===== config.mk =====
export PLATFORM = sky130hd
export DESIGN_NAME = axi_rd_bridge_flat
export DESIGN_NICKNAME = d
export VERILOG_FILES = /design/src/axi_ddr_pkg.sv /design/src/mem_port_if.sv /design/src/axi_rd_bridge.sv /design/src/flat_wrapper.sv
export SDC_FILE = /design/constraint.sdc
export NUM_CORES = 1
export LEC_CHECK = 0
export BUFFER_PORTS_ARGS = -buffer_cell sky130_fd_sc_hd__buf_2
export CORE_AREA = 2 2 262 264
export DETAILED_ROUTE_END_ITERATION = 8
export DIE_AREA = 0 0 264 266
export SLEW_MARGIN = 20
export SYNTH_ARGS = -nofsm -noshare
export SYNTH_HDL_FRONTEND = slang
export SYNTH_SLANG_ARGS = --single-unit
export TNS_END_PERCENT = 1

===== constraint.sdc =====
create_clock -name ddr_ref_clk -period 3.7 [get_ports ddr_ref_clk]
set_clock_uncertainty 0.05 [all_clocks]
set_input_delay 0.185 -clock ddr_ref_clk [delete_from_list [all_inputs] [get_ports ddr_ref_clk]]
set_output_delay 0.185 -clock ddr_ref_clk [all_outputs]
set_load 0.005 [all_outputs]

===== src/axi_ddr_pkg.sv =====
package axi_ddr_pkg;

    typedef logic [3:0]   axi_id_t;
    typedef logic [31:0]  axi_addr_t;
    typedef logic [7:0]   axi_len_t;     // beats = len + 1
    typedef logic [31:0]  axi_data_t;
    typedef logic [3:0]   axi_strb_t;
    typedef logic [1:0]   axi_resp_t;

    localparam axi_resp_t RESP_OKAY   = 2'd0;
    localparam axi_resp_t RESP_DECERR = 2'd3;

    typedef logic [255:0] line_data_t;   // one native line
    typedef logic [31:0]  line_strb_t;   // byte enables of a line
    typedef logic [22:0]  line_addr_t;   // byte address bits 27:5

    localparam int BEATS_PER_LINE = 8;

    // controller sequencing
    typedef enum logic [2:0] {
        ST_INIT,
        ST_IDLE,
        ST_WRITE,
        ST_READ,
        ST_REFRESH
    } ctrl_state_t;

endpackage


===== src/mem_port_if.sv =====
`timescale 1ns/1ns

interface mem_port_if;
    import axi_ddr_pkg::*;

    logic       req;
    logic       we;          // 1 write, 0 read
    line_addr_t line_addr;
    line_data_t wdata;
    line_strb_t wstrb;
    logic       ready;       // accepts req at the clock edge
    logic       rvalid;      // read line 2 cycles after acceptance
    line_data_t rdata;

    modport client (
        output req, we, line_addr, wdata, wstrb,
        input  ready, rvalid, rdata
    );

    modport ctrl (
        input  req, we, line_addr, wdata, wstrb,
        output ready, rvalid, rdata
    );

    // the store takes every request it sees
    modport target (
        input  req, we, line_addr, wdata, wstrb,
        output rvalid, rdata
    );

endinterface


===== src/axi_rd_bridge.sv =====
`timescale 1ns/1ns

module axi_rd_bridge #(
    parameter int MEM_LINES = 64
) (
    input  logic                   ddr_ref_clk,
    input  logic                   arst_n,
    input  logic                   init_done,
    input  axi_ddr_pkg::axi_id_t   arid,
    input  axi_ddr_pkg::axi_addr_t araddr,
    input  axi_ddr_pkg::axi_len_t  arlen,
    input  logic [1:0]             arburst,     // incr only, not decoded
    input  logic                   arvalid,
    output logic                   arready,
    output axi_ddr_pkg::axi_id_t   rid,
    output axi_ddr_pkg::axi_data_t rdata,
    output axi_ddr_pkg::axi_resp_t rresp,
    output logic                   rlast,
    output logic                   rvalid,
    input  logic                   rready,
    mem_port_if.client             port
);
    import axi_ddr_pkg::*;

    typedef enum logic [1:0] {R_IDLE, R_FETCH, R_WAIT, R_BEAT} rd_state_t;

    rd_state_t  state;
    axi_id_t    id_q;
    axi_addr_t  addr_q;      // address of the current beat
    axi_len_t   len_q;
    axi_len_t   beat_cnt;
    axi_resp_t  resp_q;
    line_data_t line_q;
    logic [2:0] lane;
    logic       in_range;

    assign lane     = addr_q[4:2];
    assign in_range = addr_q[27:5] < line_addr_t'(MEM_LINES);

    assign arready = init_done && state == R_IDLE;
    assign rvalid  = state == R_BEAT;
    assign rid     = id_q;
    assign rdata   = line_q[lane*32 +: 32];
    assign rresp   = resp_q;
    assign rlast   = beat_cnt == len_q;

    assign port.req       = state == R_FETCH && in_range;
    assign port.we        = 1'b0;
    assign port.line_addr = addr_q[27:5];
    assign port.wdata     = '0;
    assign port.wstrb     = '0;

    always_ff @(posedge ddr_ref_clk or negedge arst_n) begin
        if (!arst_n) begin
            state    <= R_IDLE;
            beat_cnt <= '0;
            resp_q   <= RESP_OKAY;
        end else begin
            case (state)
                R_IDLE: if (arvalid && arready) begin
                    beat_cnt <= '0;
                    state    <= R_FETCH;
                end
                R_FETCH: if (!in_range) begin
                    resp_q <= RESP_DECERR;      // zero beats, no fetch
                    state  <= R_BEAT;
                end else if (port.ready) begin
                    resp_q <= RESP_OKAY;
                    state  <= R_WAIT;
                end
                R_WAIT: if (port.rvalid) begin
                    state <= R_BEAT;
                end
                R_BEAT: if (rready) begin
                    beat_cnt <= beat_cnt + 1'b1;
                    if (rlast) begin
                        state <= R_IDLE;
                    end else if (lane == 3'(BEATS_PER_LINE - 1)) begin
                        state <= R_FETCH;       // next line once this one is drained
                    end
                end
                default: state <= R_IDLE;
            endcase
        end
    end

    always_ff @(posedge ddr_ref_clk) begin
        if (arvalid && arready) begin
            id_q   <= arid;
            addr_q <= araddr;
            len_q  <= arlen;
        end else if (rvalid && rready) begin
            addr_q <= addr_q + 32'd4;
        end
        if (state == R_FETCH && !in_range) begin
            line_q <= '0;
        end else if (state == R_WAIT && port.rvalid) begin
            line_q <= port.rdata;
        end
    end

    a_r_stable: assert property (@(posedge ddr_ref_clk) disable iff (!arst_n)
        rvalid && !rready |=> rvalid && $stable(rdata) && $stable(rlast))
        else $error("read beat changed while stalled");

    // controller forward plus registered store read
    a_line_latency: assert property (@(posedge ddr_ref_clk) disable iff (!arst_n)
        port.req && port.ready |-> ##2 port.rvalid)
        else $error("line read latency not 2 cycles");

endmodule


===== src/flat_wrapper.sv =====
// flat-port wrapper written by rule: the top's interface ports become plain ports
module axi_rd_bridge_flat import axi_ddr_pkg::*;
#(
    parameter int MEM_LINES = 64
)
  (ddr_ref_clk, arst_n, init_done, arid, araddr, arlen, arburst, arvalid, arready, rid, rdata, rresp, rlast, rvalid, rready, port_req, port_we, port_line_addr, port_wdata, port_wstrb, port_ready, port_rvalid, port_rdata);
  mem_port_if port_i ();
  input  logic ddr_ref_clk;
  input  logic arst_n;
  input  logic init_done;
  input  axi_ddr_pkg::axi_id_t arid;
  input  axi_ddr_pkg::axi_addr_t araddr;
  input  axi_ddr_pkg::axi_len_t arlen;
  input  logic [1:0] arburst;
  input  logic arvalid;
  output logic arready;
  output axi_ddr_pkg::axi_id_t rid;
  output axi_ddr_pkg::axi_data_t rdata;
  output axi_ddr_pkg::axi_resp_t rresp;
  output logic rlast;
  output logic rvalid;
  input  logic rready;
  output wire logic [$bits(port_i.req)-1:0] port_req;
  output wire logic [$bits(port_i.we)-1:0] port_we;
  output wire logic [$bits(port_i.line_addr)-1:0] port_line_addr;
  output wire logic [$bits(port_i.wdata)-1:0] port_wdata;
  output wire logic [$bits(port_i.wstrb)-1:0] port_wstrb;
  input wire logic [$bits(port_i.ready)-1:0] port_ready;
  input wire logic [$bits(port_i.rvalid)-1:0] port_rvalid;
  input wire logic [$bits(port_i.rdata)-1:0] port_rdata;
  assign port_req = port_i.req;
  assign port_we = port_i.we;
  assign port_line_addr = port_i.line_addr;
  assign port_wdata = port_i.wdata;
  assign port_wstrb = port_i.wstrb;
  assign port_i.ready = port_ready;
  assign port_i.rvalid = port_rvalid;
  assign port_i.rdata = port_rdata;
  axi_rd_bridge #(.MEM_LINES(MEM_LINES)) u_core (.ddr_ref_clk(ddr_ref_clk), .arst_n(arst_n), .init_done(init_done), .arid(arid), .araddr(araddr), .arlen(arlen), .arburst(arburst), .arvalid(arvalid), .arready(arready), .rid(rid), .rdata(rdata), .rresp(rresp), .rlast(rlast), .rvalid(rvalid), .rready(rready), .port(port_i));
endmodule

==> results.json <==
{
  "final_antenna_net_count": 0,
  "ioPinCount": 663,
  "gr-total-overflow": 0,
  "muxShareOfSynthArea": 0.117,
  "drt-initial-drc-count": 779,
  "h-tree-depth": 2,
  "wire_per_inst_um": 15.7,
  "worstPathRequired_ps": 3460,
  "cts_hold_repair.buffers": 298,
  "p_leak_nw": 8.88,
  "die_height_um": 266,
  "antenna_found_initial": 19,
  "crit_arrival_ps": 2560,
  "finalCritPeriodShare": 0.755,
  "cts-buffers-inserted": 38,
  "yosysSeqAreaShare": 0.418,
  "setup_viol": 0,
  "clockBufferDepth": 3,
  "core_um2": 67700,
  "finalMaxSlewViolations": 0,
  "cts_tree": "yes",
  "crit_path_top_delay_cell": "buf_4",
  "routed_wl_mm": 52.0,
  "power_density_nw_per_um2": 626,
  "die_x_um": 264,
  "maxCapViolations": 0,
  "final_nets": 2715,
  "cp_cell_sequence": "buf_4, mux4_2, mux2_2, buf_2",
  "final_common_cell": "nand2_1",
  "setup_tns_ps": 0,
  "cp-end-kind": "output pin",
  "drcViolationCount": 0,
  "vdd_drop_max_mv": 0.507,
  "cp.depth": 4,
  "synth-warning-count": 0,
  "netlist_instances": 1804,
  "postCtsSetupBuffers": 0,
  "start_kind": "flop",
  "synth_xor_xnor_area_share": 0.0190,
  "worst_pin_slew_ps": 735,
  "cp_slowest_stage_delay_ps": 600,
  "synth_cell_type_count": 44,
  "dr.pass1.iters": 4,
  "finalCriticalPeriod_ps": 2790,
  "drive_gt1_frac": 0.229,
  "avgSynthCellArea_um2": 8.67,
  "root_buffer": "clkbuf_16",
  "mostFrequentLayoutCells": "564 x nand2_1, 365 x buf_2, 298 x dlygate4sd3_1, 289 x conb_1, 257 x a21oi_1",
  "grt_pass1_wl_mm": 76.5,
  "synth_top_family_by_area": "buffers and inverters",
  "synthSimpleGateAreaFrac": 0.159,
  "area_growth_pct": 36.7,
  "dieArea_um2": 70200,
  "critPathBufInv": 2,
  "rsz0062_at_grt": "no",
  "grt.total_usage": 0.140,
  "synth_compound_area_frac": 0.0965,
  "hold_depth": 5,
  "synthAdderAreaFrac": 0.00560,
  "rows": 96,
  "initial_core_util": 0.231,
  "outcome": "finished clean",
  "crit_path_max_fanout": 36,
  "num_vias": 13700,
  "max_clock_freq_mhz": 358,
  "grt_start_max_net_pins": 117,
  "report.final.hold_viol_count": 0,
  "final_util": 0.316,
  "ys_ff_latch": 305,
  "timing_worst_setup_path_type": "reg -> out",
  "finalPower_mw": 13.4,
  "syn-cell-area_um2": 15600,
  "clock_latency_ps": 540,
  "ff2ff_path_depth": 6,
  "dp_hpwl_mm": 35.7,
  "clk_pin_slew_worst_paths_ps": 60,
  "cts_sinks": 305,
  "grt_pass1_vias": 13000,
  "gp_congestion": 0.850,
  "numPortBuffers": 365,
  "via_per_inst": 4.13,
  "slew-limit-headroom": 0.510,
  "crit_family": "multiplexers",
  "cts_resized": 0,
  "hold_path.class": "in -> reg"
}
-- cell families (layout without fill, tap and decap cells) --
family	Yosys count	after routing
AOI/OAI and AO/OA	295	295
xor gates and xnor gates	34	34
adders and majority gates	7	7
buffers and inverters	435	770
DFF	305	305
muxes	99	99
other	1	299
and+or+nand+nor	628	628
-- stage by stage --
step	area, um2	instances	worst slack [ps]	hold slack, ps
finish	21400	3319	906	165
global route	21400	3315	810	191
CTS	21400	3309	850	117
detailed placement	17200	2943	1380	23.2
global placement	17200	2943	1420	24.4
floorplan	16700	2092	1600	-161
-- flip-flops by register name, summed over array words and instances (netlist names) --
name,count
u_core.addr_q,26
u_core.beat_cnt,8
u_core.len_q,8
u_core.rid,4
u_core.rresp,1
u_core.line_q,256
u_core.state,2
-- cell type report --
| cell class | instances | area, um2 |
|---|---|---|
| flip-flops and latches | 305 | 6540 |
| fillers | 7090 | 46400 |
| repair buffers | 692 | 5140 |
| diodes | 10 | 25.0 |
| clock buffers | 57 | 1110 |
| well taps | 882 | 1100 |
| inverters | 10 | 37.5 |
| clock inverters | 11 | 97.6 |
| multi-input cells | 1352 | 7330 |
-- layer usage --
layer  vias to the layer above  share of wire  track usage
met4                        18          0.026       0.0424
met3                        96          0.063       0.0367
met1                      6547           0.40        0.163
li1                       6592              -            -
met5                         -         0.0021            0
met2                       460           0.51        0.252
-- synthesized netlist by cell type --
master	number	share of area
dfxtp_1	256	0.33
conb_1	1	0.00024
nand3_1	10	0.0032
and4_1	4	0.0022
ha_1	7	0.0056
nand2b_1	1	0.00040
buf_2	34	0.011
inv_1	10	0.0024
o31ai_1	2	0.00096
nor2b_1	3	0.0012
a21o_1	1	0.00048
nor3_1	8	0.0026
buf_1	1	0.00024
buf_6	3	0.0022
buf_4	314	0.15
nand4_1	4	0.0016
nor4_1	5	0.0020
o21ai_0	18	0.0058
o21ai_1	9	0.0029
a21oi_2	1	0.00056
a211o_1	1	0.00056
mux2_2	34	0.024
clkbuf_1	73	0.018
mux4_2	64	0.092
o32a_1	1	0.00064
nor2_1	13	0.0031
a31oi_1	2	0.00080
dfrtp_1	11	0.018
a22o_1	1	0.00056
nor3b_1	1	0.00048
xor2_1	20	0.011
and2_1	5	0.0020
a31o_2	1	0.00056
nand4_2	1	0.00080
mux2i_1	1	0.00064
nand2_1	565	0.14
nand4b_1	1	0.00056
xnor2_1	14	0.0078
a21oi_1	257	0.082
nor4_2	2	0.0016
and3_2	1	0.00048
edfxtp_1	38	0.073
and3_1	4	0.0016
a221oi_1	1	0.00056
-- report_power, final --
part	internal, mW	switching [mW]	total (mW)
sequential	4.50	0.661	5.16
combinational	2.01	2.56	4.57
clock	2.16	1.49	3.65
-- path summary, 6_finish.rpt --
check | from | end | slack, ps
min | port_rvalid | u_core.state[0] | 170
max in group asynchronous | arst_n | u_core.beat_cnt[2] | 2610
max reg2reg | u_core.addr_q[2] | u_core.addr_q[27] | 1390
min reg2reg | u_core.line_q[241] | u_core.line_q[241] | 400
min in group asynchronous | arst_n | u_core.beat_cnt[6] | 650
max | u_core.addr_q[3] | rdata[20] | 910
-- worst register-to-register path, delay by kind of cell, from the launching register on --
| family | cells | cell delay [ps] |
|---|---|---|
| xor gates and xnor gates | 1 | 110 |
| buffers and inverters | 1 | 280 |
| DFF | 1 | 500 |
| muxes | 1 | 270 |
| and+or+nand+nor | 3 | 850 |
(Power assumes the default switching activity.)
