[src/axi_ddr_pkg.sv]
package axi_ddr_pkg;

    typedef logic [3:0]   axi_id_t;
    typedef logic [31:0]  axi_addr_t;
    typedef logic [7:0]   axi_len_t;     // beats = len + 1
    typedef logic [31:0]  axi_data_t;
    typedef logic [3:0]   axi_strb_t;
    typedef logic [1:0]   axi_resp_t;

    localparam axi_resp_t RESP_OKAY   = 2'd0;
    localparam axi_resp_t RESP_DECERR = 2'd3;

    typedef logic [255:0] line_data_t;   // one native line
    typedef logic [31:0]  line_strb_t;   // byte enables of a line
    typedef logic [22:0]  line_addr_t;   // byte address bits 27:5

    localparam int BEATS_PER_LINE = 8;

    // controller sequencing
    typedef enum logic [2:0] {
        ST_INIT,
        ST_IDLE,
        ST_WRITE,
        ST_READ,
        ST_REFRESH
    } ctrl_state_t;

endpackage

[src/mem_port_if.sv]
`timescale 1ns/1ns

interface mem_port_if;
    import axi_ddr_pkg::*;

    logic       req;
    logic       we;          // 1 write, 0 read
    line_addr_t line_addr;
    line_data_t wdata;
    line_strb_t wstrb;
    logic       ready;       // accepts req at the clock edge
    logic       rvalid;      // read line 2 cycles after acceptance
    line_data_t rdata;

    modport client (
        output req, we, line_addr, wdata, wstrb,
        input  ready, rvalid, rdata
    );

    modport ctrl (
        input  req, we, line_addr, wdata, wstrb,
        output ready, rvalid, rdata
    );

    // the store takes every request it sees
    modport target (
        input  req, we, line_addr, wdata, wstrb,
        output rvalid, rdata
    );

endinterface

[src/mem_ctrl.sv]
`timescale 1ns/1ns

module mem_ctrl #(
    parameter int INIT_CYCLES      = 40,
    parameter int REFRESH_INTERVAL = 200,
    parameter int REFRESH_CYCLES   = 6
) (
    input  logic       ddr_ref_clk,
    input  logic       arst_n,
    output logic       init_done,
    mem_port_if.ctrl   wr_port,
    mem_port_if.ctrl   rd_port,
    mem_port_if.client st_port
);
    import axi_ddr_pkg::*;

    localparam int CW = $clog2(INIT_CYCLES + REFRESH_CYCLES + 1);
    localparam int RW = $clog2(REFRESH_INTERVAL + 1);

    ctrl_state_t   state;
    logic [CW-1:0] cnt;          // init and refresh length
    logic [RW-1:0] ref_timer;
    logic          ref_pend;
    logic          last_wr;      // last grant went to the write port
    logic          grant_wr;
    logic          grant_rd;
    logic          idle_ok;
    line_addr_t    line_q;
    line_data_t    wdata_q;
    line_strb_t    wstrb_q;

    assign idle_ok  = state == ST_IDLE && !ref_pend;
    assign grant_wr = wr_port.req && (!rd_port.req || !last_wr);
    assign grant_rd = rd_port.req && (!wr_port.req || last_wr);

    assign wr_port.ready  = idle_ok && grant_wr;
    assign rd_port.ready  = idle_ok && grant_rd;
    assign wr_port.rvalid = 1'b0;
    assign wr_port.rdata  = '0;
    assign rd_port.rvalid = st_port.rvalid;     // only reads return data
    assign rd_port.rdata  = st_port.rdata;

    assign st_port.req       = state == ST_WRITE || state == ST_READ;
    assign st_port.we        = state == ST_WRITE;
    assign st_port.line_addr = line_q;
    assign st_port.wdata     = wdata_q;
    assign st_port.wstrb     = wstrb_q;

    always_ff @(posedge ddr_ref_clk or negedge arst_n) begin
        if (!arst_n) begin
            state     <= ST_INIT;
            cnt       <= '0;
            ref_timer <= '0;
            ref_pend  <= 1'b0;
            init_done <= 1'b0;
            last_wr   <= 1'b0;
        end else begin
            if (init_done) begin
                if (ref_timer == RW'(REFRESH_INTERVAL - 1)) begin
                    ref_timer <= '0;
                    ref_pend  <= 1'b1;
                end else begin
                    ref_timer <= ref_timer + 1'b1;
                end
            end
            case (state)
                ST_INIT: if (cnt == CW'(INIT_CYCLES - 1)) begin
                    cnt       <= '0;
                    init_done <= 1'b1;
                    state     <= ST_IDLE;
                end else begin
                    cnt <= cnt + 1'b1;
                end
                ST_IDLE: if (ref_pend) begin
                    ref_pend <= 1'b0;
                    state    <= ST_REFRESH;     // pending requests wait
                end else if (grant_wr) begin
                    last_wr <= 1'b1;
                    state   <= ST_WRITE;
                end else if (grant_rd) begin
                    last_wr <= 1'b0;
                    state   <= ST_READ;
                end
                ST_WRITE, ST_READ: state <= ST_IDLE;
                ST_REFRESH: if (cnt == CW'(REFRESH_CYCLES - 1)) begin
                    cnt   <= '0;
                    state <= ST_IDLE;
                end else begin
                    cnt <= cnt + 1'b1;
                end
                default: state <= ST_INIT;
            endcase
        end
    end

    always_ff @(posedge ddr_ref_clk) begin
        if (wr_port.ready) begin
            line_q  <= wr_port.line_addr;
            wdata_q <= wr_port.wdata;
            wstrb_q <= wr_port.wstrb;
        end else if (rd_port.ready) begin
            line_q <= rd_port.line_addr;
        end
    end

    a_one_grant: assert property (@(posedge ddr_ref_clk) disable iff (!arst_n)
        !(wr_port.ready && rd_port.ready))
        else $error("both ports granted");

endmodule

[src/flat_wrapper.sv]
// flat-port wrapper written by rule: the top's interface ports become plain ports
module mem_ctrl_flat import axi_ddr_pkg::*;
#(
    parameter int INIT_CYCLES      = 40,
    parameter int REFRESH_INTERVAL = 200,
    parameter int REFRESH_CYCLES   = 6
)
  (ddr_ref_clk, arst_n, init_done, wr_port_req, wr_port_we, wr_port_line_addr, wr_port_wdata, wr_port_wstrb, wr_port_ready, wr_port_rvalid, wr_port_rdata, rd_port_req, rd_port_we, rd_port_line_addr, rd_port_wdata, rd_port_wstrb, rd_port_ready, rd_port_rvalid, rd_port_rdata, st_port_req, st_port_we, st_port_line_addr, st_port_wdata, st_port_wstrb, st_port_ready, st_port_rvalid, st_port_rdata);
  mem_port_if wr_port_i ();
  mem_port_if rd_port_i ();
  mem_port_if st_port_i ();
  input  logic ddr_ref_clk;
  input  logic arst_n;
  output logic init_done;
  input wire logic [$bits(wr_port_i.req)-1:0] wr_port_req;
  input wire logic [$bits(wr_port_i.we)-1:0] wr_port_we;
  input wire logic [$bits(wr_port_i.line_addr)-1:0] wr_port_line_addr;
  input wire logic [$bits(wr_port_i.wdata)-1:0] wr_port_wdata;
  input wire logic [$bits(wr_port_i.wstrb)-1:0] wr_port_wstrb;
  output wire logic [$bits(wr_port_i.ready)-1:0] wr_port_ready;
  output wire logic [$bits(wr_port_i.rvalid)-1:0] wr_port_rvalid;
  output wire logic [$bits(wr_port_i.rdata)-1:0] wr_port_rdata;
  input wire logic [$bits(rd_port_i.req)-1:0] rd_port_req;
  input wire logic [$bits(rd_port_i.we)-1:0] rd_port_we;
  input wire logic [$bits(rd_port_i.line_addr)-1:0] rd_port_line_addr;
  input wire logic [$bits(rd_port_i.wdata)-1:0] rd_port_wdata;
  input wire logic [$bits(rd_port_i.wstrb)-1:0] rd_port_wstrb;
  output wire logic [$bits(rd_port_i.ready)-1:0] rd_port_ready;
  output wire logic [$bits(rd_port_i.rvalid)-1:0] rd_port_rvalid;
  output wire logic [$bits(rd_port_i.rdata)-1:0] rd_port_rdata;
  output wire logic [$bits(st_port_i.req)-1:0] st_port_req;
  output wire logic [$bits(st_port_i.we)-1:0] st_port_we;
  output wire logic [$bits(st_port_i.line_addr)-1:0] st_port_line_addr;
  output wire logic [$bits(st_port_i.wdata)-1:0] st_port_wdata;
  output wire logic [$bits(st_port_i.wstrb)-1:0] st_port_wstrb;
  input wire logic [$bits(st_port_i.ready)-1:0] st_port_ready;
  input wire logic [$bits(st_port_i.rvalid)-1:0] st_port_rvalid;
  input wire logic [$bits(st_port_i.rdata)-1:0] st_port_rdata;
  assign wr_port_i.req = wr_port_req;
  assign wr_port_i.we = wr_port_we;
  assign wr_port_i.line_addr = wr_port_line_addr;
  assign wr_port_i.wdata = wr_port_wdata;
  assign wr_port_i.wstrb = wr_port_wstrb;
  assign wr_port_ready = wr_port_i.ready;
  assign wr_port_rvalid = wr_port_i.rvalid;
  assign wr_port_rdata = wr_port_i.rdata;
  assign rd_port_i.req = rd_port_req;
  assign rd_port_i.we = rd_port_we;
  assign rd_port_i.line_addr = rd_port_line_addr;
  assign rd_port_i.wdata = rd_port_wdata;
  assign rd_port_i.wstrb = rd_port_wstrb;
  assign rd_port_ready = rd_port_i.ready;
  assign rd_port_rvalid = rd_port_i.rvalid;
  assign rd_port_rdata = rd_port_i.rdata;
  assign st_port_req = st_port_i.req;
  assign st_port_we = st_port_i.we;
  assign st_port_line_addr = st_port_i.line_addr;
  assign st_port_wdata = st_port_i.wdata;
  assign st_port_wstrb = st_port_i.wstrb;
  assign st_port_i.ready = st_port_ready;
  assign st_port_i.rvalid = st_port_rvalid;
  assign st_port_i.rdata = st_port_rdata;
  mem_ctrl #(.INIT_CYCLES(INIT_CYCLES), .REFRESH_INTERVAL(REFRESH_INTERVAL), .REFRESH_CYCLES(REFRESH_CYCLES)) u_core (.ddr_ref_clk(ddr_ref_clk), .arst_n(arst_n), .init_done(init_done), .wr_port(wr_port_i), .rd_port(rd_port_i), .st_port(st_port_i));
endmodule
[config.mk]
export PLATFORM = sky130hd
export DESIGN_NAME = mem_ctrl_flat
export DESIGN_NICKNAME = d
export VERILOG_FILES = /design/src/axi_ddr_pkg.sv /design/src/mem_port_if.sv /design/src/mem_ctrl.sv /design/src/flat_wrapper.sv
export SDC_FILE = /design/constraint.sdc
export NUM_CORES = 1
export LEC_CHECK = 0
export BUFFER_PORTS_ARGS = -buffer_cell sky130_fd_sc_hd__buf_2
export CAP_MARGIN = 10
export CELL_PAD_IN_SITES_DETAIL_PLACEMENT = 2
export CELL_PAD_IN_SITES_GLOBAL_PLACEMENT = 2
export CORE_AREA = 2 2 675 677
export CTS_CLUSTER_DIAMETER = 120
export DETAILED_ROUTE_END_ITERATION = 7
export DIE_AREA = 0 0 677 679
export GPL_ROUTABILITY_DRIVEN = 0
export PLACE_DENSITY = 0.3
export SYNTH_ARGS = -nofsm -noshare
export SYNTH_HDL_FRONTEND = slang
export SYNTH_SLANG_ARGS = --single-unit
[constraint.sdc]
create_clock -name ddr_ref_clk -period 10.4 [get_ports ddr_ref_clk]
set_clock_uncertainty 0.15 [all_clocks]
set_input_delay 0.52 -clock ddr_ref_clk [delete_from_list [all_inputs] [get_ports ddr_ref_clk]]
set_output_delay 0.52 -clock ddr_ref_clk [all_outputs]
set_load 0.01 [all_outputs]
==> results.yml <==
outcome:
  status: "finished clean"
cts:
  cts_resized: 0
  cts_setup_buffers: 0
  clk_pin_slew_ns: 0.06
  postCtsHoldBufs: 330
  cts_buffers: 59
  cts_tree: "built"
  cts_max_path_buffers: 3
  htreeDepth: 2
  cts.sinks: 331
  clkLatencyLatePin_ns: 0.74
  cts_root_buf: "clkbuf_16"
sta:
  fmax_mhz: 276.5
  rsz0062_at_grt: "false"
  min_period_ns: 3.616
  final_hold_viol_count: 0
  max_slew_margin_pct: 33.28
  setup_slack_ns: 6.784
  worst-slew-pin-transition_ns: 1.001
  final.setup.tns_ns: 0
  setup_viol: 0
  period_share_pct: 34.77
  final_max_slew_viol_count: 0
layout:
  final_util_pct: 6.223
  layout_commonest_cell: "buf_2"
  fin_nets: 2634
  final_area_mm2: 0.02812
  final_cell_mix: "buf_2 (653), dlygate4sd3_1 (330), edfxtp_1 (311)"
  layout-drive-gt1-share_pct: 43.73
  area_delta_synth_final_pct: 91.90
setup_path:
  worstReg2RegEnd: "u_core.st_port.wstrb[24]$_DFFE_PP_"
  rr_startpoint: "u_core.state[1]$_DFFE_PN0P_"
  crit_fanout: 96
  cp-end-kind: "output port"
  crit_type: "flop to output port"
  critPathLaunchType: "flop"
  worstPathArrival_ns: 2.95
  r2r_cells: 4
  required_ns: 9.73
  ff2ff_setup_slack_ns: 6.99
placement:
  portBuffers: 653
  place_area_mm2: 0.02252
  hpwl_mm: 145.3
  dp_worst_setup_slack_ns: 6.911
synthesis:
  syn_avg_cell_area_um2: 15.28
  yosys.area.top_type: "edfxtp_1"
  synth_top_family_by_area: "buffers and inverters"
  synth_fa_ha_area_share_pct: 0.2562
  synth_compound_area_share_pct: 1.443
  synthXorXnorAreaFrac_pct: 0.2391
  syn_area_mm2: 0.01465
  synth.distinct_cells: 49
  yosys-top-cells-area: "edfxtp_1 (64%), buf_4 (26%), dfrtp_1 (3.4%), mux2_4 (1.9%), mux2_2 (0.31%)"
  synthSimpleGateAreaFrac_pct: 1.819
  synth_edf_count: 311
  ys_ff_latch: 331
  synthFlopType: "edfxtp_1"
  synthCells: 959
  yosys.area.top_type_share_pct: 63.74
  yosysWarnings: 0
  synth-seq-area-share_pct: 67.16
  synthMuxAreaShare_pct: 2.254
  synthArstFlopShare_pct: 6.042
die:
  ios: 1716
  die_area_mm2: 0.4597
  row_count: 247
  initial_utilization_pct: 3.243
  core_mm2: 0.4518
  die_h_um: 679
  die_w_um: 677
global_routing:
  track_usage_pct: 6.850
  antenna_found_initial: 217
  grt_pass1_vias: 11178
  grt.overflow.total: 0
  grt_pass1_wl_mm: 188.1
  grt_start_max_net_pins: 97
pwr:
  p_int_uw: 3329
  cellLeakagePower_uw: 0.009294
  comb_power_share_pct: 20.5
  swShare_pct: 33.31
  ir_drop_mv: 0.1492
  switchingPower_uw: 1663
  seq_power_share_pct: 35.9
  clkPwrFrac_pct: 43.6
  report.power.total_uw: 4992
  power_density_mw_per_mm2: 177.6
routing:
  drt-total-wl_mm: 164.0
  ant_nets: 0
  vias: 11167
  first_iter_violations: 443
  wl_per_cell_um: 20.88
  drt_pass1_iterations: 4
  vias_per_cell: 1.422
  drc: 0
hold_path:
  hold_class: "input port to flop"
  hold_path_depth: 3
  hold_start: "wr_port_req"
  hold_end: "u_core.state[0]$_DFFE_PN0P_"
job:
  maxCapViolCount: 0
-- worst max-delay path: stages (launching register included) --
cell and delay [ns]:
dfrtp_1 0.52, nor4b_4 0.52, nand3_4 0.16, inv_8 0.48, buf_2 0.27
-- Yosys cell counts (3+ instances only) --
| cell | instances |
|---|---|
| a21oi_1 | 3 |
| buf_4 | 514 |
| buf_6 | 3 |
| dfrtp_1 | 20 |
| edfxtp_1 | 311 |
| ha_1 | 3 |
| inv_1 | 7 |
| mux2_2 | 4 |
| mux2_4 | 19 |
| nand2_1 | 8 |
| nand3b_1 | 3 |
| nand4_1 | 3 |
| nor2_1 | 5 |
| o21ai_0 | 6 |
| or3_1 | 3 |
| xnor2_1 | 4 |
-- routing by layer --
metal	track usage, %	up-vias	share of wire (%)
met5	0.5727	-	0.41
met4	2.425	54	4.3
met3	5.664	381	19
met2	10.70	1370	44
met1	6.641	5110	33
li1	-	4252	-
-- final cells by class --
class                      count  area [µm²]
sequential                   331        9839
clock inverter                44       588.1
tap                         5976        7477
timing repair buffer         988        6621
inverter                       7       33.78
antenna                       84       210.2
fill                       53427      423700
multi-input combinational    358        1847
clock buffer                  65        1499
-- worst max path at each step --
stage                                      startpoint                                 end  slack [ns]  depth (start not counted)
after floorplan           u_core.state[1]$_DFFE_PN0P_   u_core.st_port.wdata[0]$_DFFE_PP_        2.75                          5
after global routing      u_core.state[1]$_DFFE_PN0P_                       wr_port_ready        6.52                          4
after global placement    u_core.state[1]$_DFFE_PN0P_   u_core.st_port.wstrb[1]$_DFFE_PP_        6.97                          4
after CTS                 u_core.state[1]$_DFFE_PN0P_                       wr_port_ready        6.56                          4
after detailed placement  u_core.state[1]$_DFFE_PN0P_  u_core.st_port.wstrb[24]$_DFFE_PP_        6.91                          4
final                     u_core.state[1]$_DFFE_PN0P_                       wr_port_ready        6.78                          4
-- cell families after synthesis --
kind of cell | count (synthesis)
buf+inv | 526
mux | 23
xor+xnor | 4
simple gates | 41
other cells | 1
fa+ha+maj | 3
compound gates | 30
flops | 331
-- per-stage QoR --
step                hold slack, ns  instances
global route               0.08042       7814
detailed placement          0.3442       7330
CTS                       0.005690       7769
finish                      0.1205       7853
floorplan                  0.07441       1215
global placement            0.3312       7330
-- flip-flops by register name, indices dropped and copies added (netlist names) --
signal	cells
u_core.cnt	6
u_core.st_port.line_addr	23
u_core.st_port.wstrb	32
u_core.st_port.wdata	256
u_core.state	3
u_core.ref_pend	1
u_core.init_done	1
u_core.last_wr	1
u_core.ref_timer	8
-- power by group through the flow --
stage	Combinational [µW]	Sequential [µW]	Clock (µW)
final	1030	1790	2180
after CTS	1110	1800	2310
after global routing	1120	1810	2330
after floorplan	397	1950	0
after detailed placement	939	1820	0
after global placement	938	1820	0
Note: power is estimated with default switching activity, not from simulation.
