--- src/axi_ddr_pkg.sv ---
package axi_ddr_pkg;

    typedef logic [3:0]   axi_id_t;
    typedef logic [31:0]  axi_addr_t;
    typedef logic [7:0]   axi_len_t;     // beats = len + 1
    typedef logic [31:0]  axi_data_t;
    typedef logic [3:0]   axi_strb_t;
    typedef logic [1:0]   axi_resp_t;

    localparam axi_resp_t RESP_OKAY   = 2'd0;
    localparam axi_resp_t RESP_DECERR = 2'd3;

    typedef logic [255:0] line_data_t;   // one native line
    typedef logic [31:0]  line_strb_t;   // byte enables of a line
    typedef logic [22:0]  line_addr_t;   // byte address bits 27:5

    localparam int BEATS_PER_LINE = 8;

    // controller sequencing
    typedef enum logic [2:0] {
        ST_INIT,
        ST_IDLE,
        ST_WRITE,
        ST_READ,
        ST_REFRESH
    } ctrl_state_t;

endpackage

--- src/mem_port_if.sv ---
`timescale 1ns/1ns

interface mem_port_if;
    import axi_ddr_pkg::*;

    logic       req;
    logic       we;          // 1 write, 0 read
    line_addr_t line_addr;
    line_data_t wdata;
    line_strb_t wstrb;
    logic       ready;       // accepts req at the clock edge
    logic       rvalid;      // read line 2 cycles after acceptance
    line_data_t rdata;

    modport client (
        output req, we, line_addr, wdata, wstrb,
        input  ready, rvalid, rdata
    );

    modport ctrl (
        input  req, we, line_addr, wdata, wstrb,
        output ready, rvalid, rdata
    );

    // the store takes every request it sees
    modport target (
        input  req, we, line_addr, wdata, wstrb,
        output rvalid, rdata
    );

endinterface

--- src/axi_wr_bridge.sv ---
`timescale 1ns/1ns

module axi_wr_bridge #(
    parameter int MEM_LINES = 64
) (
    input  logic                   ddr_ref_clk,
    input  logic                   arst_n,
    input  logic                   init_done,
    input  axi_ddr_pkg::axi_id_t   awid,
    input  axi_ddr_pkg::axi_addr_t awaddr,
    input  axi_ddr_pkg::axi_len_t  awlen,
    input  logic [1:0]             awburst,     // incr only, not decoded
    input  logic                   awvalid,
    output logic                   awready,
    input  axi_ddr_pkg::axi_data_t wdata,
    input  axi_ddr_pkg::axi_strb_t wstrb,
    input  logic                   wlast,
    input  logic                   wvalid,
    output logic                   wready,
    output axi_ddr_pkg::axi_id_t   bid,
    output axi_ddr_pkg::axi_resp_t bresp,
    output logic                   bvalid,
    input  logic                   bready,
    mem_port_if.client             port
);
    import axi_ddr_pkg::*;

    typedef enum logic [1:0] {W_IDLE, W_DATA, W_ISSUE, W_RESP} wr_state_t;

    wr_state_t  state;
    axi_id_t    id_q;
    axi_addr_t  addr_q;      // address of the next beat
    axi_len_t   len_q;
    axi_len_t   beat_cnt;
    axi_resp_t  resp_q;
    line_addr_t line_q;      // line of the buffered beats
    line_data_t buf_data;
    line_strb_t buf_strb;
    logic       last_q;
    logic [2:0] lane;
    logic       in_range;

    assign lane     = addr_q[4:2];
    assign in_range = line_q < line_addr_t'(MEM_LINES);

    assign awready = init_done && state == W_IDLE;
    assign wready  = state == W_DATA;
    assign bvalid  = state == W_RESP;
    assign bid     = id_q;
    assign bresp   = resp_q;

    assign port.req       = state == W_ISSUE && in_range;    // out of range lines are dropped
    assign port.we        = 1'b1;
    assign port.line_addr = line_q;
    assign port.wdata     = buf_data;
    assign port.wstrb     = buf_strb;

    always_ff @(posedge ddr_ref_clk or negedge arst_n) begin
        if (!arst_n) begin
            state    <= W_IDLE;
            beat_cnt <= '0;
            buf_strb <= '0;
            resp_q   <= RESP_OKAY;
            last_q   <= 1'b0;
        end else begin
            case (state)
                W_IDLE: if (awvalid && awready) begin
                    beat_cnt <= '0;
                    buf_strb <= '0;
                    resp_q   <= RESP_OKAY;
                    state    <= W_DATA;
                end
                W_DATA: if (wvalid) begin
                    buf_strb[lane*4 +: 4] <= wstrb;
                    beat_cnt <= beat_cnt + 1'b1;
                    last_q   <= wlast;
                    if (wlast || lane == 3'(BEATS_PER_LINE - 1)) begin
                        state <= W_ISSUE;
                    end
                end
                W_ISSUE: if (port.ready || !in_range) begin
                    buf_strb <= '0;
                    if (!in_range) begin
                        resp_q <= RESP_DECERR;
                    end
                    state <= last_q ? W_RESP : W_DATA;
                end
                W_RESP: if (bready) begin
                    state <= W_IDLE;
                end
                default: state <= W_IDLE;
            endcase
        end
    end

    always_ff @(posedge ddr_ref_clk) begin
        if (awvalid && awready) begin
            id_q   <= awid;
            addr_q <= awaddr;
            len_q  <= awlen;
        end else if (wvalid && wready) begin
            buf_data[lane*32 +: 32] <= wdata;
            line_q <= addr_q[27:5];
            addr_q <= addr_q + 32'd4;
        end
    end

    a_wlast_on_len: assert property (@(posedge ddr_ref_clk) disable iff (!arst_n)
        wvalid && wready |-> wlast == (beat_cnt == len_q))
        else $error("wlast not on beat len");

    a_wdata_stable: assert property (@(posedge ddr_ref_clk) disable iff (!arst_n)
        wvalid && !wready |=> $stable(wdata))
        else $error("wdata changed while stalled");

endmodule

--- src/flat_wrapper.sv ---
// flat-port wrapper written by rule: the top's interface ports become plain ports
module axi_wr_bridge_flat import axi_ddr_pkg::*;
#(
    parameter int MEM_LINES = 64
)
  (ddr_ref_clk, arst_n, init_done, awid, awaddr, awlen, awburst, awvalid, awready, wdata, wstrb, wlast, wvalid, wready, bid, bresp, bvalid, bready, port_req, port_we, port_line_addr, port_wdata, port_wstrb, port_ready, port_rvalid, port_rdata);
  mem_port_if port_i ();
  input  logic ddr_ref_clk;
  input  logic arst_n;
  input  logic init_done;
  input  axi_ddr_pkg::axi_id_t awid;
  input  axi_ddr_pkg::axi_addr_t awaddr;
  input  axi_ddr_pkg::axi_len_t awlen;
  input  logic [1:0] awburst;
  input  logic awvalid;
  output logic awready;
  input  axi_ddr_pkg::axi_data_t wdata;
  input  axi_ddr_pkg::axi_strb_t wstrb;
  input  logic wlast;
  input  logic wvalid;
  output logic wready;
  output axi_ddr_pkg::axi_id_t bid;
  output axi_ddr_pkg::axi_resp_t bresp;
  output logic bvalid;
  input  logic bready;
  output wire logic [$bits(port_i.req)-1:0] port_req;
  output wire logic [$bits(port_i.we)-1:0] port_we;
  output wire logic [$bits(port_i.line_addr)-1:0] port_line_addr;
  output wire logic [$bits(port_i.wdata)-1:0] port_wdata;
  output wire logic [$bits(port_i.wstrb)-1:0] port_wstrb;
  input wire logic [$bits(port_i.ready)-1:0] port_ready;
  input wire logic [$bits(port_i.rvalid)-1:0] port_rvalid;
  input wire logic [$bits(port_i.rdata)-1:0] port_rdata;
  assign port_req = port_i.req;
  assign port_we = port_i.we;
  assign port_line_addr = port_i.line_addr;
  assign port_wdata = port_i.wdata;
  assign port_wstrb = port_i.wstrb;
  assign port_i.ready = port_ready;
  assign port_i.rvalid = port_rvalid;
  assign port_i.rdata = port_rdata;
  axi_wr_bridge #(.MEM_LINES(MEM_LINES)) u_core (.ddr_ref_clk(ddr_ref_clk), .arst_n(arst_n), .init_done(init_done), .awid(awid), .awaddr(awaddr), .awlen(awlen), .awburst(awburst), .awvalid(awvalid), .awready(awready), .wdata(wdata), .wstrb(wstrb), .wlast(wlast), .wvalid(wvalid), .wready(wready), .bid(bid), .bresp(bresp), .bvalid(bvalid), .bready(bready), .port(port_i));
endmodule
--- config.mk ---
export PLATFORM = sky130hd
export DESIGN_NAME = axi_wr_bridge_flat
export DESIGN_NICKNAME = d
export VERILOG_FILES = /design/src/axi_ddr_pkg.sv /design/src/mem_port_if.sv /design/src/axi_wr_bridge.sv /design/src/flat_wrapper.sv
export SDC_FILE = /design/constraint.sdc
export NUM_CORES = 1
export LEC_CHECK = 0
export ABC_AREA = 0
export BUFFER_PORTS_ARGS = -buffer_cell sky130_fd_sc_hd__buf_2
export CORE_AREA = 2 2 260 262
export CTS_BUF_LIST = sky130_fd_sc_hd__clkbuf_4 sky130_fd_sc_hd__clkbuf_8 sky130_fd_sc_hd__clkbuf_16
export DETAILED_ROUTE_END_ITERATION = 16
export DIE_AREA = 0 0 262 264
export PLACE_DENSITY = 0.42
export SLEW_MARGIN = 20
export SYNTH_ARGS = -nofsm -noshare
export SYNTH_HDL_FRONTEND = slang
export SYNTH_SLANG_ARGS = --single-unit
--- constraint.sdc ---
create_clock -name ddr_ref_clk -period 4.5 [get_ports ddr_ref_clk]
set_clock_uncertainty 0.15 [all_clocks]
set_input_delay 1.125 -clock ddr_ref_clk [delete_from_list [all_inputs] [get_ports ddr_ref_clk]]
set_output_delay 1.125 -clock ddr_ref_clk [all_outputs]
set_load 0.05 [all_outputs]
==> summary by stage, run 1 <==
Timing
The number of endpoints with negative hold slack in the final report is 0. The worst path meets setup with ~0.8 ns of slack. The transition at the pin with the smallest max-transition slack is 0.996 ns. The clock period minus final worst setup slack is 3.71 ns. Measured against its own limit, the worst slew margin works out to 0.336.

Setup repair after global routing left no endpoint under its margin. The number of failing setup endpoints in the final timing report is 0. The max-slew violation count is 0. Dividing the final minimum period by the clock period gives 0.825.

The highest clock rate is 270 MHz. The sum of negative setup slack is 0 ns.

Pwr
The internal power of the cells totals 0.00652 W. For this design the ratio of total power to cell area is 573 mW/mm^2. The share of total power dissipated in the clock network is 0.332. Of the total power, combinational logic draws 0.258. The maximum VDD drop is 0.322 mV. The analysis attributes to net switching a power of 0.00365 W. The share of total power consumed by net switching is 0.359. Summed over all cells, the static leakage comes to 7.33 nW.

Of the total power, registers draw 0.410.

Setup path
The peak fanout along the critical path is 4. The capture point of the worst reg-to-reg path is u_core.port.wdata[156]. The worst setup path endpoint is port_req. In this run the worst setup path begins at u_core.port.line_addr[20]. The arrival time at the worst endpoint is 2.44 ns. The worst register-to-register path begins at u_core.addr_q[2]. STA classifies the critical path endpoint as a primary output. The startpoint kind of the worst setup timing path is a register. The minimum setup slack among reg-to-reg paths is ~1.3 ns. The required time at the endpoint of the critical path is between 3 and 4 ns. The type of the setup path with the least slack is reg -> out. The logic depth of the worst register-to-register path is 7.

Outcome
The run finished with clean final reports.

Placed design
At the end of routability-driven placement, the weighted congestion stood at 0.778. The HPWL after detailed placement is 35.9 mm. Buffers placed on the I/O ports in this run total between 300 and 400. Before CTS, the worst setup slack after placement is between 1 and 1.5 ns.

Floorplanning
The die extent in x is 262 microns. From bottom edge to top edge, the die measures 264 microns. The initial utilization of the core area, before any placement, comes to 0.199. During I/O placement, the number of pins put on the boundary was 669.

The area enclosed by the die boundary is 0.0692 sq mm. The area of the core region is 0.0666 sq mm. The initialized floorplan defines 95 standard-cell rows.

Drt
The per-cell routed wire length is 22.7 microns. The total routed wire length on the met1 layer is between 20 and 25 mm. The final layout contains routed wiring with a total length of 50.5 mm. The number of search-and-repair iterations in the first detailed-routing pass is 5.

The detail route stage leaves a number of antenna-violating nets equal to 0. After detailed routing, the number of vias per cell comes to 4.01. The routed length on met3 is 6.01 mm.

The uppermost layer routed is met5. The post-detailed-route DRC marker count is 0. After detailed routing, the met2 layer carries 22.3 mm of wire.

The iteration-0 DRC count of the detailed router is just under 700. The total vias in the final route is 8,942.

Clocking
The H-tree depth is 2. The maximum root-to-sink buffer count is 3. In this run, CTS created clock tree buffers numbering 42. TritonCTS built the clock tree. The total setup buffers inserted after CTS is 0.

The root buffer cell is sky130_fd_sc_hd__clkbuf_16. The post-cts resize count is 0. Clock latency on the worst-skew pair, taken at its later pin, is about 0.56 ns.

The clock slew at the register clock pins of the worst setup and hold paths is 0.06 ns. The count of clock tree sinks is between 300 and 400. Hold repair after CTS inserted 0 buffers.

GRT
The number of antenna violations at the first check in global routing is 5. The total routing resource utilization after global routing is 0.141. The total global routing overflow is 0. The first global-routing pass estimated 69.1 mm of wire.

The via count of the first global-routing pass came to 9,065. Entering global routing, the biggest net connects 48 pins.

Synth
The share of the Yosys chip area taken by registers is 0.768. By area the synthesized netlist is led by sky130_fd_sc_hd__edfxtp_1, sky130_fd_sc_hd__dfrtp_1, sky130_fd_sc_hd__and2_1. The cell accounting for the most synthesized area is sky130_fd_sc_hd__edfxtp_1. The synthesized design contains ~350 register bits. Counting every net in the synthesized netlist gives 1,258. The total of warnings raised by yosys is 0. In the synthesized netlist, the number of instances is 907. In this run, synthesis inferred 309 flip-flops with an integrated enable. The post-synthesis average cell area is 14.6 sq um.

The async set or reset register ratio after synthesis is 0.104. The most used flip-flop cell after synthesis is sky130_fd_sc_hd__edfxtp_1. The share of synthesized area in the top cell type comes to 0.700. The post-synth design cell area is ~0.013 sq mm. The number of distinct library cells after synthesis is 45.

Final layout
The layout overhead on the synthesized area is 33.8%. The number of nets in the finished design is 1,667. Leaving out fill and tap cells, the most frequent cells in the layout are sky130_fd_sc_hd__buf_2, sky130_fd_sc_hd__edfxtp_1, sky130_fd_sc_hd__nor2_1, sky130_fd_sc_hd__and2_1, sky130_fd_sc_hd__nand2_1. The share of final-layout standard cells stronger than drive strength 1 is 0.385. The most common cell after layout, fill and taps aside is sky130_fd_sc_hd__buf_2.

Flow run
The tool flagged a number of max-cap violations equal to 0.

Min path
The tightest min-delay check is of the reg -> reg type. The worst hold path was traced through 0 stages.
-- how the worst min path moves through the flow --
stage	startpoint	endpoint	slack, ns
floorplan	u_core.addr_q[27]	u_core.port.line_addr[22]	0.30
global placement	u_core.addr_q[27]	u_core.port.line_addr[22]	0.31
detailed placement	u_core.addr_q[27]	u_core.port.line_addr[22]	0.32
CTS	u_core.addr_q[27]	u_core.port.line_addr[22]	0.34
global route	u_core.addr_q[23]	u_core.port.line_addr[18]	0.36
finish	u_core.addr_q[27]	u_core.port.line_addr[22]	0.33
-- critical path, stage by stage, from the launching register on --
cell,delay [ns]
sky130_fd_sc_hd__edfxtp_1,0.46
sky130_fd_sc_hd__nor4_1,0.51
sky130_fd_sc_hd__nand3_1,0.18
sky130_fd_sc_hd__or2_2,0.34
sky130_fd_sc_hd__nor2_1,0.12
sky130_fd_sc_hd__buf_2,0.27
-- registers in the layout (all words and copies together), names as in the netlist --
signal                 count
u_core.bid                 4
u_core.state               2
u_core.port.line_addr     23
u_core.addr_q             26
u_core.port.wstrb         32
u_core.last_q              1
u_core.bresp               1
u_core.port.wdata        256
-- metal layers --
metal,up-vias,GRT usage
met5,-,0
met4,6,0.0374
met3,68,0.0632
met2,454,0.220
met1,4363,0.178
li1,4051,-
-- cells in the mapped netlist (6+ instances only) --
library cell,n
sky130_fd_sc_hd__o21ai_0,16
sky130_fd_sc_hd__nand2_1,75
sky130_fd_sc_hd__a21oi_1,6
sky130_fd_sc_hd__a32o_1,16
sky130_fd_sc_hd__edfxtp_1,309
sky130_fd_sc_hd__o21ai_1,7
sky130_fd_sc_hd__and3_1,7
sky130_fd_sc_hd__clkbuf_1,15
sky130_fd_sc_hd__nor2_1,150
sky130_fd_sc_hd__nand3_1,10
sky130_fd_sc_hd__and2_1,133
sky130_fd_sc_hd__a22o_1,17
sky130_fd_sc_hd__xor2_1,19
sky130_fd_sc_hd__dfrtp_1,36
sky130_fd_sc_hd__buf_1,13
sky130_fd_sc_hd__buf_2,7
sky130_fd_sc_hd__clkbuf_2,8
-- stage by stage --
stage	total power [W]	hold WS (ns)	std cells	util	area [sq um]
6_report	0.0102	0.329	2228	0.266	17700
3_5_place_dp	0.00692	0.324	2145	0.245	16300
5_1_grt	0.0107	0.358	2221	0.266	17700
2_1_floorplan	0.00594	0.298	907	-	13300
4_1_cts	0.0104	0.337	2221	0.266	17700
3_3_place_gp	0.00690	0.311	2145	0.245	16300
-- cell type report --
class                           count  area [sq um]
Inverter                            7          26.3
Tap cell                          873          1090
Antenna cell                        7          17.5
Clock inverter                     25           255
Timing Repair Buffer              411          2110
Multi-Input combinational cell    509          2930
Sequential cell                   345         10200
Fill cell                        6981         48800
Clock buffer                       51          1120
-- cell families (layout without fill, tap and decap cells) --
family | Yosys count | count (layout) | share of synthesized area
AOI/OAI and AO/OA | 73 | 73 | 0.0421
xor gates and xnor gates | 23 | 23 | 0.0152
adders and majority gates | 4 | 4 | 0.00378
buffers and inverters | 53 | 494 | 0.0176
DFF | 345 | 345 | 0.768
other | 1 | 8 | 0.000283
and+or+nand+nor | 408 | 408 | 0.153
-- power groups by stage --
stage	Clock [W]	Sequential, W	Combinational [W]
after floorplan	0	0.00477	0.00117
after global placement	0	0.00423	0.00267
after detailed placement	0	0.00423	0.00269
after CTS	0.00349	0.00417	0.00270
after global routing	0.00361	0.00421	0.00285
final	0.00337	0.00417	0.00262
No activity file was read; power rests on OpenSTA's default activity.
==> inputs of run 2 (changes only) <==
--- a/config.mk
+++ b/config.mk
@@ -11,7 +11,7 @@
 export CTS_BUF_LIST = sky130_fd_sc_hd__clkbuf_4 sky130_fd_sc_hd__clkbuf_8 sky130_fd_sc_hd__clkbuf_16
 export DETAILED_ROUTE_END_ITERATION = 16
 export DIE_AREA = 0 0 262 264
-export PLACE_DENSITY = 0.42
+export PLACE_DENSITY = 0.43
 export SLEW_MARGIN = 20
 export SYNTH_ARGS = -nofsm -noshare
 export SYNTH_HDL_FRONTEND = slang
==> constraint.sdc (replaced) <==
create_clock -name ddr_ref_clk -period 3 [get_ports ddr_ref_clk]
set_clock_uncertainty 0.15 [all_clocks]
set_input_delay 0.75 -clock ddr_ref_clk [delete_from_list [all_inputs] [get_ports ddr_ref_clk]]
set_output_delay 0.75 -clock ddr_ref_clk [all_outputs]
set_load 0.05 [all_outputs]
==> run 2 against run 1 <==
Effect of this change:
- sequential share of layout area down 0.98 points
- core utilization up 0.46 points
- first-iteration DRC count down 2.8%
- clock power up 51%
- critical endpoint unchanged
- worst hold slack worse by 0.16 ns
- highest routed layer unchanged
- largest power group unchanged
- largest cell class unchanged
- combinational power up 60%
- die area unchanged
- global-route usage down 0.088 points
- register-to-register slack worse by 1.0 ns
- setup slack worse by 0.71 ns
- final cell count up 0.58%
- final area up 1.7%
==> summary by stage, run 2 (synthesis gave the netlist of run 1 again) <==
Final layout
The most common cell after layout, fill and taps aside is sky130_fd_sc_hd__buf_2 (unchanged). The share of final-layout standard cells stronger than drive strength 1 is 0.395 (was 0.385). Highest-count cells in the layout ignoring fill and taps: sky130_fd_sc_hd__buf_2, sky130_fd_sc_hd__edfxtp_1, sky130_fd_sc_hd__nor2_1, sky130_fd_sc_hd__and2_1, sky130_fd_sc_hd__nand2_1 (unchanged). The final-layout fill cell count was 6,949 (was 6,981). The area taken by flip-flops and latches came to 0.0102 sq mm (unchanged). The total area of multi-input combinational cells was 0.00296 sq mm (was 0.00293 sq mm). The number of flip-flops under the largest register name came to 256 (unchanged). The final non-filler cell total is 2,241 (was 2,228). The end-of-flow core utilization was 0.271 (was 0.266). The layout overhead on the synthesized area is 36.1% (was 33.8%). The number of nets in the finished design was 1,683 (was 1,667).

Pwr
The power per standard cell area is 860 mW/mm^2 (was 573 mW/mm^2). The leakage power figure is 7.44 nW (was 7.33 nW). The overall power consumption is 0.0155 W (was 0.0102 W). The maximum VDD drop is 0.442 mV (was 0.322 mV).

Timing
The number of endpoints with negative hold slack in the final report is 0 (unchanged). Timing would allow up to 343 MHz. Setup repair after global routing missed its margin: yes (was no). The transition at the pin with the smallest max-transition slack is 0.916 ns (was 0.996 ns). The number of failing setup endpoints in the final timing report is 0 (unchanged). The max-slew violation count came to 0 (unchanged). For the finished layout, the period the worst path requires is 2.92 ns. Of the available clock period, the critical path in the final layout requires 0.972. The final worst hold slack is 0.167 ns (was 0.329 ns). The relative slew slack came to 0.389 (was 0.336).

Setup path
The launching point of the worst reg2reg path is u_core.addr_q[2] (unchanged). The required time at the endpoint of the critical path is 2.10 ns (was 3.22 ns). The dominant delay contributor by cell family on the critical path is simple AND/OR/NAND/NOR gates (unchanged). Cells along the critical path: nor4_4, nand3_1, or2_4, nor2_4, buf_6 (was nor4_1, nand3_1, or2_2, nor2_1, buf_2). The type of the setup path with the least slack is reg -> out (unchanged). The arrival time at the worst endpoint is 2.02 ns (was 2.44 ns). The peak fanout along the critical path was 3 (was 4).

The logic depth of the worst register-to-register path is 7 (unchanged). The cell with the biggest individual delay on the critical path is sky130_fd_sc_hd__edfxtp_1 (was sky130_fd_sc_hd__nor4_1). The number of stages on the worst setup path is 5 (unchanged). The minimum setup slack among reg-to-reg paths came to 0.30 ns (was 1.32 ns).

The capture point of the worst reg-to-reg path is u_core.port.wdata[223] (was u_core.port.wdata[156]). The type of destination of the critical path is a primary output (unchanged). The biggest cell delay along the critical path is 0.46 ns (was 0.51 ns). The buffer and inverter count on the worst path came to 1 (unchanged). The startpoint kind of the worst setup timing path is a register (unchanged).

Drt
The number of nets with antenna violations after detailed routing is 0 (unchanged). The uppermost layer routed is met5 (unchanged). The post-detailed-route DRC marker count came to 0 (unchanged). The via density per instance is 3.98 (was 4.01). The number of search-and-repair iterations in the first detailed-routing pass came to 5 (unchanged). The total detailed-routing wirelength was 50.0 mm (was 50.5 mm). The per-cell routed wire length is 22.3 microns (was 22.7 microns).

The total routed wire length on the met1 layer came to 20.8 mm (was 21.0 mm). The routed length on met3 is 5.95 mm (was 6.01 mm). The total vias in the final route is 8,920 (was 8,942). The wire length on met2 was 22.1 mm (was 22.3 mm). The iteration-0 DRC count of the detailed router was 662 (was 681).

Clocking
The cts-stage hold buffer count is 0 (unchanged). The maximum root-to-sink buffer count is 3 (unchanged). The H-tree depth is 2 (unchanged). The number of buffers added by the clock tree synthesis step is 41 (was 42). The clock latency on the worst-skew pair came to 0.57 ns (was 0.56 ns). The clock slew at the register clock pins of the worst setup and hold paths is 0.06 ns (about the same). The TritonCTS clock tree is built (unchanged). The count of clock tree sinks is 345 (unchanged). The root buffer cell is sky130_fd_sc_hd__clkbuf_16 (unchanged).

Min path
The kind of path behind the tightest hold check was in -> async (was reg -> reg).

Floorplanning
The area of the core region came to 0.0666 sq mm (unchanged). The boundary pin count is 669 (unchanged). The area enclosed by the die boundary is 0.0692 sq mm (unchanged). The vertical extent of the die is 264 microns (unchanged). The die extent in x is 262 microns (unchanged). The initial core utilization was 0.199 (unchanged). The number of placement rows is 95 (unchanged).

GRT
The pin count of the biggest net entering global routing is 38 (was 48). The total global routing overflow is 0 (unchanged). The global-route wire length before repair was 69.1 mm (about the same). The via count of the first global-routing pass is 9,119 (was 9,065). The number of antenna violations at the first check in global routing is 10 (was 5).

The total routing resource utilization after global routing is 0.141 (about the same).

Placed design
The number of placed instances, taps included came to 2,156 (was 2,145). The final weighted congestion of routability-driven global placement is 0.789 (was 0.778). The number of buffers inserted by port buffering was 394 (unchanged).

The half-perimeter wire length of the detailed placement result is 35.3 mm (was 35.9 mm).

Outcome
Run status: finished clean (unchanged).

Flow run
The count of max-cap constraint violations came to 0 (unchanged).
==> run 2: where the power goes <==
group / total (W) / leakage, nW / switching, W / internal [W]
registers: 0.00625 / 3.63 / 0.000301 / 0.00595
clock network: 0.00508 / 0.660 / 0.00215 / 0.00293
logic: 0.00419 / 3.15 / 0.00315 / 0.00104
==> run 2: how the worst max path moves through the flow <==
| stage | start | to | slack [ns] |
|---|---|---|---|
| floorplan | u_core.addr_q[2] | u_core.port.wdata[100] | -0.41 |
| global route | u_core.port.line_addr[20] | port_req | -0.02 |
| detailed placement | u_core.addr_q[2] | u_core.port.wdata[194] | 0.28 |
| CTS | u_core.port.line_addr[12] | port_req | 0.004 |
| global placement | u_core.port.line_addr[20] | port_req | 0.32 |
| finish | u_core.port.line_addr[20] | port_req | 0.08 |
==> run 2: stage by stage <==
stage	instance area, sq um	setup slack, ns	TNS, ns
floorplan	13300	-0.413	-54.62
detailed placement	16600	0.284	0
global placement	16600	0.319	0
finish	18000	0.0829	0
CTS	18000	0.00380	0
global route	18000	-0.0168	-0.0168
==> run 2: metal layers <==
metal | up-vias | track usage
met1 | 4322 | 0.178
met2 | 461 | 0.220
li1 | 4073 | -
met5 | - | 0.00570
met4 | 6 | 0.0337
met3 | 58 | 0.0607
==> run 2: cell type report <==
| class | instances | area share |
|---|---|---|
| repair buffers | 428 | 0.133 |
| clock inverters | 24 | 0.0150 |
| flip-flops and latches | 345 | 0.564 |
| clock buffers | 51 | 0.0614 |
| well taps | 873 | 0.0605 |
| multi-input cells | 509 | 0.164 |
| inverters | 7 | 0.00146 |
| diodes | 4 | 0.000555 |
==> run 2: what timing repair did <==
item / 4_1_cts / 5_1_grt
endpoints found under the hold margin: 0 / 0
pin swaps: 4 / 5
resized for setup: 6 / 1
setup endpoints to repair: 1 / 1
buffers inserted: 5 / 1
==> inputs of run 3 (changes only) <==
--- a/config.mk
+++ b/config.mk
@@ -9,6 +9,7 @@
 export BUFFER_PORTS_ARGS = -buffer_cell sky130_fd_sc_hd__buf_2
 export CORE_AREA = 2 2 260 262
 export CTS_BUF_LIST = sky130_fd_sc_hd__clkbuf_4 sky130_fd_sc_hd__clkbuf_8 sky130_fd_sc_hd__clkbuf_16
+export CTS_CLUSTER_DIAMETER = 60
 export DETAILED_ROUTE_END_ITERATION = 16
 export DIE_AREA = 0 0 262 264
 export PLACE_DENSITY = 0.43
==> constraint.sdc (replaced) <==
create_clock -name ddr_ref_clk -period 3 [get_ports ddr_ref_clk]
set_clock_uncertainty 0.15 [all_clocks]
set_input_delay 0.45 -clock ddr_ref_clk [delete_from_list [all_inputs] [get_ports ddr_ref_clk]]
set_output_delay 0.45 -clock ddr_ref_clk [all_outputs]
set_load 0.05 [all_outputs]
==> run 3 against run 2 <==
Effect of this change:
- sequential cell count unchanged
- critical path type unchanged
- non-clock buffer count increased by 19
- setup slack improved by 0.058 ns
- worst hold slack got worse by 0.12 ns
- count of clock-buffer cells in the layout increased by 5
- sequential share of layout area decreased by 1.3 points
- critical path depth unchanged
- die area unchanged
- first-iteration DRC count increased by 0.45%
- sequential power about the same
- core utilization increased by 0.66 points
==> summary by stage, run 3 (synthesis gave the netlist of run 1 again) <==
Outcome
Run status: finished clean (unchanged).

Timing
The clock period minus final worst setup slack was 2.86 ns (was 2.92 ns). The number of failing setup endpoints in the final timing report was 0 (unchanged). The number of endpoints with negative hold slack in the final report is 0 (unchanged). The relative slew slack is 0.437 (was 0.389). The transition at the pin with the smallest max-transition slack is 0.844 ns (was 0.916 ns). The period utilization was 0.953 (was 0.972). The highest clock rate is 350 MHz (was 343 MHz). The final worst hold slack is 0.0489 ns (was 0.167 ns).

The max-slew violation count is 0 (unchanged). Setup repair after global routing missed its margin: no (was yes).

Clocking
The TritonCTS clock tree is built (unchanged). The H-tree depth is 2 (unchanged). The clock latency on the worst-skew pair was 0.59 ns (was 0.57 ns). The count of clock tree sinks is 345 (unchanged). The clock slew at the register clock pins of the worst setup and hold paths is 0.05 ns (was 0.06 ns).

The maximum root-to-sink buffer count is 3 (unchanged). The number of buffers added by the clock tree synthesis step was 47 (was 41). The root buffer cell is sky130_fd_sc_hd__clkbuf_16 (unchanged).

Floorplanning
The area of the core region came to 0.0666 sq mm (unchanged). The initial core utilization was 0.199 (unchanged). The number of placement rows came to 95 (unchanged). The vertical extent of the die is 264 microns (unchanged).

The boundary pin count came to 669 (unchanged). The area enclosed by the die boundary is 0.0692 sq mm (unchanged). The die extent in x is 262 microns (unchanged).

Placed design
The final weighted congestion of routability-driven global placement was 0.787 (was 0.789). The half-perimeter wire length of the detailed placement result was 35.6 mm (was 35.3 mm). The number of buffers inserted by port buffering is 394 (unchanged).

The post-detailed-placement cell area is 0.0166 sq mm (about the same).

GRT
The via count of the first global-routing pass is 9,156 (was 9,119). The global-route wire length before repair is 68.2 mm (was 69.1 mm). The total routing resource utilization after global routing is 0.139 (was 0.141). The pin count of the biggest net entering global routing is 48 (was 38). The number of antenna violations at the first check in global routing is 6 (was 10). The total global routing overflow came to 0 (unchanged).

Drt
The number of nets with antenna violations after detailed routing is 0 (unchanged). The iteration-0 DRC count of the detailed router is 665 (was 662). The post-detailed-route DRC marker count is 0 (unchanged). The per-cell routed wire length is 21.8 microns (was 22.3 microns). The via density per instance is 3.98 (about the same). The total detailed-routing wirelength is 49.5 mm (was 50.0 mm).

The number of search-and-repair iterations in the first detailed-routing pass is 5 (unchanged). The total vias in the final route is 9,040 (was 8,920).

Pwr
The leakage power figure is 7.66 nW (was 7.44 nW). The maximum VDD drop came to 0.464 mV (was 0.442 mV). The combinational fraction of design power is 0.261 (was 0.270).

The power per standard cell area was 872 mW/mm^2 (was 860 mW/mm^2). The share of total power consumed by net switching is 0.355 (was 0.361). The clock network fraction of design power is 0.350 (was 0.328). The switching power was 0.00572 W (was 0.00560 W).

The cell-internal power is 0.0104 W (was 0.00992 W). The sequential fraction of design power is 0.389 (was 0.403).

Setup path
The cell with the biggest individual delay on the critical path is sky130_fd_sc_hd__edfxtp_1 (unchanged). The type of the setup path with the least slack is reg -> out (unchanged). The type of destination of the critical path is a primary output (unchanged). The startpoint kind of the worst setup timing path is a register (unchanged). The dominant delay contributor by cell family on the critical path is simple AND/OR/NAND/NOR gates (unchanged).

The arrival time at the worst endpoint is 2.26 ns (was 2.02 ns). The buffer and inverter count on the worst path is 1 (unchanged). The biggest cell delay along the critical path was 0.46 ns (about the same).

Cells along the critical path: nor4_4, nand3_1, or2_2, nor2_1, clkbuf_4 (was nor4_4, nand3_1, or2_4, nor2_4, buf_6). The peak fanout along the critical path is 4 (was 3). The required time at the endpoint of the critical path is 2.40 ns (was 2.10 ns).

Min path
The kind of path behind the tightest hold check is in -> reg (was in -> async).

Final layout
The most common cell after layout, fill and taps aside is sky130_fd_sc_hd__buf_2 (unchanged). The number of nets in the finished design is 1,708 (was 1,683). The total non-filler cell area in the finished layout came to 0.0185 sq mm (was 0.0180 sq mm).

Highest-count cells in the layout ignoring fill and taps: sky130_fd_sc_hd__buf_2, sky130_fd_sc_hd__edfxtp_1, sky130_fd_sc_hd__nor2_1, sky130_fd_sc_hd__and2_1, sky130_fd_sc_hd__nand2_1 (unchanged). The end-of-flow core utilization came to 0.278 (was 0.271). The number of flip-flops under the largest register name is 256 (unchanged). The share of final-layout standard cells stronger than drive strength 1 came to 0.387 (was 0.395).

The layout overhead on the synthesized area is 39.4% (was 36.1%).

Flow run
The count of max-cap constraint violations is 0 (unchanged).
[run 3: per-stage QoR]
step	worst slack (ns)	std cells	TNS, ns	power [W]
final	0.141	2270	0	0.0161
after global routing	0.000404	2266	0	0.0169
after CTS	0.0350	2265	0	0.0164
after detailed placement	0.292	2154	0	0.0106
after global placement	0.319	2154	0	0.0106
after floorplan	-0.413	907	-54.62	0.00891
[run 3: area by class of cell]
class	count	area, sq um
antenna	4	10.0
clock buffer	56	1260
clock inverter	29	329
fill	6902	48100
inverter	7	26.3
multi-input combinational	509	2940
sequential	345	10200
tap	873	1090
timing repair buffer	447	2640
[run 3: worst paths after layout]
kind                       slack [ns]                 startpoint                   endpoint  depth (start not counted)
max                              0.14  u_core.port.line_addr[11]                   port_req                          5
min                              0.05                 awaddr[16]          u_core.addr_q[16]                          3
max reg2reg                      0.30           u_core.addr_q[2]       u_core.port.wstrb[8]                          8
min reg2reg                      0.33          u_core.addr_q[27]  u_core.port.line_addr[22]                          0
max in group asynchronous        1.79                     arst_n      u_core.port.wstrb[16]                          2
min in group asynchronous        0.35                     arst_n       u_core.port.wstrb[5]                          2
[run 3: routing by layer]
| metal | routed length [microns] | up-vias | track usage |
|---|---|---|---|
| met5 | 33 | - | 0 |
| met4 | 1010 | 4 | 0.0354 |
| met3 | 5910 | 75 | 0.0572 |
| met2 | 22400 | 479 | 0.220 |
| met1 | 20200 | 4349 | 0.173 |
| li1 | - | 4133 | - |
[run 3: what timing repair did]
item / CTS / global route
pin swaps: 0 / 2
endpoints found under the hold margin: 61 / 0
buffers inserted: 0 / 1
gates resized for setup: 2 / 1
setup endpoints to repair: 1 / 1
hold buffers: 26 / 0
[run 3: power groups by stage]
| stage | clock, W | sequential [W] | combinational, W |
|---|---|---|---|
| 2_1_floorplan | 0 | 0.00715 | 0.00176 |
| 3_3_place_gp | 0 | 0.00635 | 0.00425 |
| 3_5_place_dp | 0 | 0.00634 | 0.00427 |
| 4_1_cts | 0.00580 | 0.00627 | 0.00431 |
| 5_1_grt | 0.00600 | 0.00631 | 0.00455 |
| 6_report | 0.00564 | 0.00626 | 0.00421 |
[run 3: worst register-to-register path, delay by kind of cell, from the launching register on]
family,cells,cell delay (ns)
adder cells (fa/ha/maj),2,0.42
flip-flops,1,0.43
AND/OR/NAND/NOR,2,0.62
buffers and inverters,2,0.56
AO/OA/AOI/OAI,2,0.39
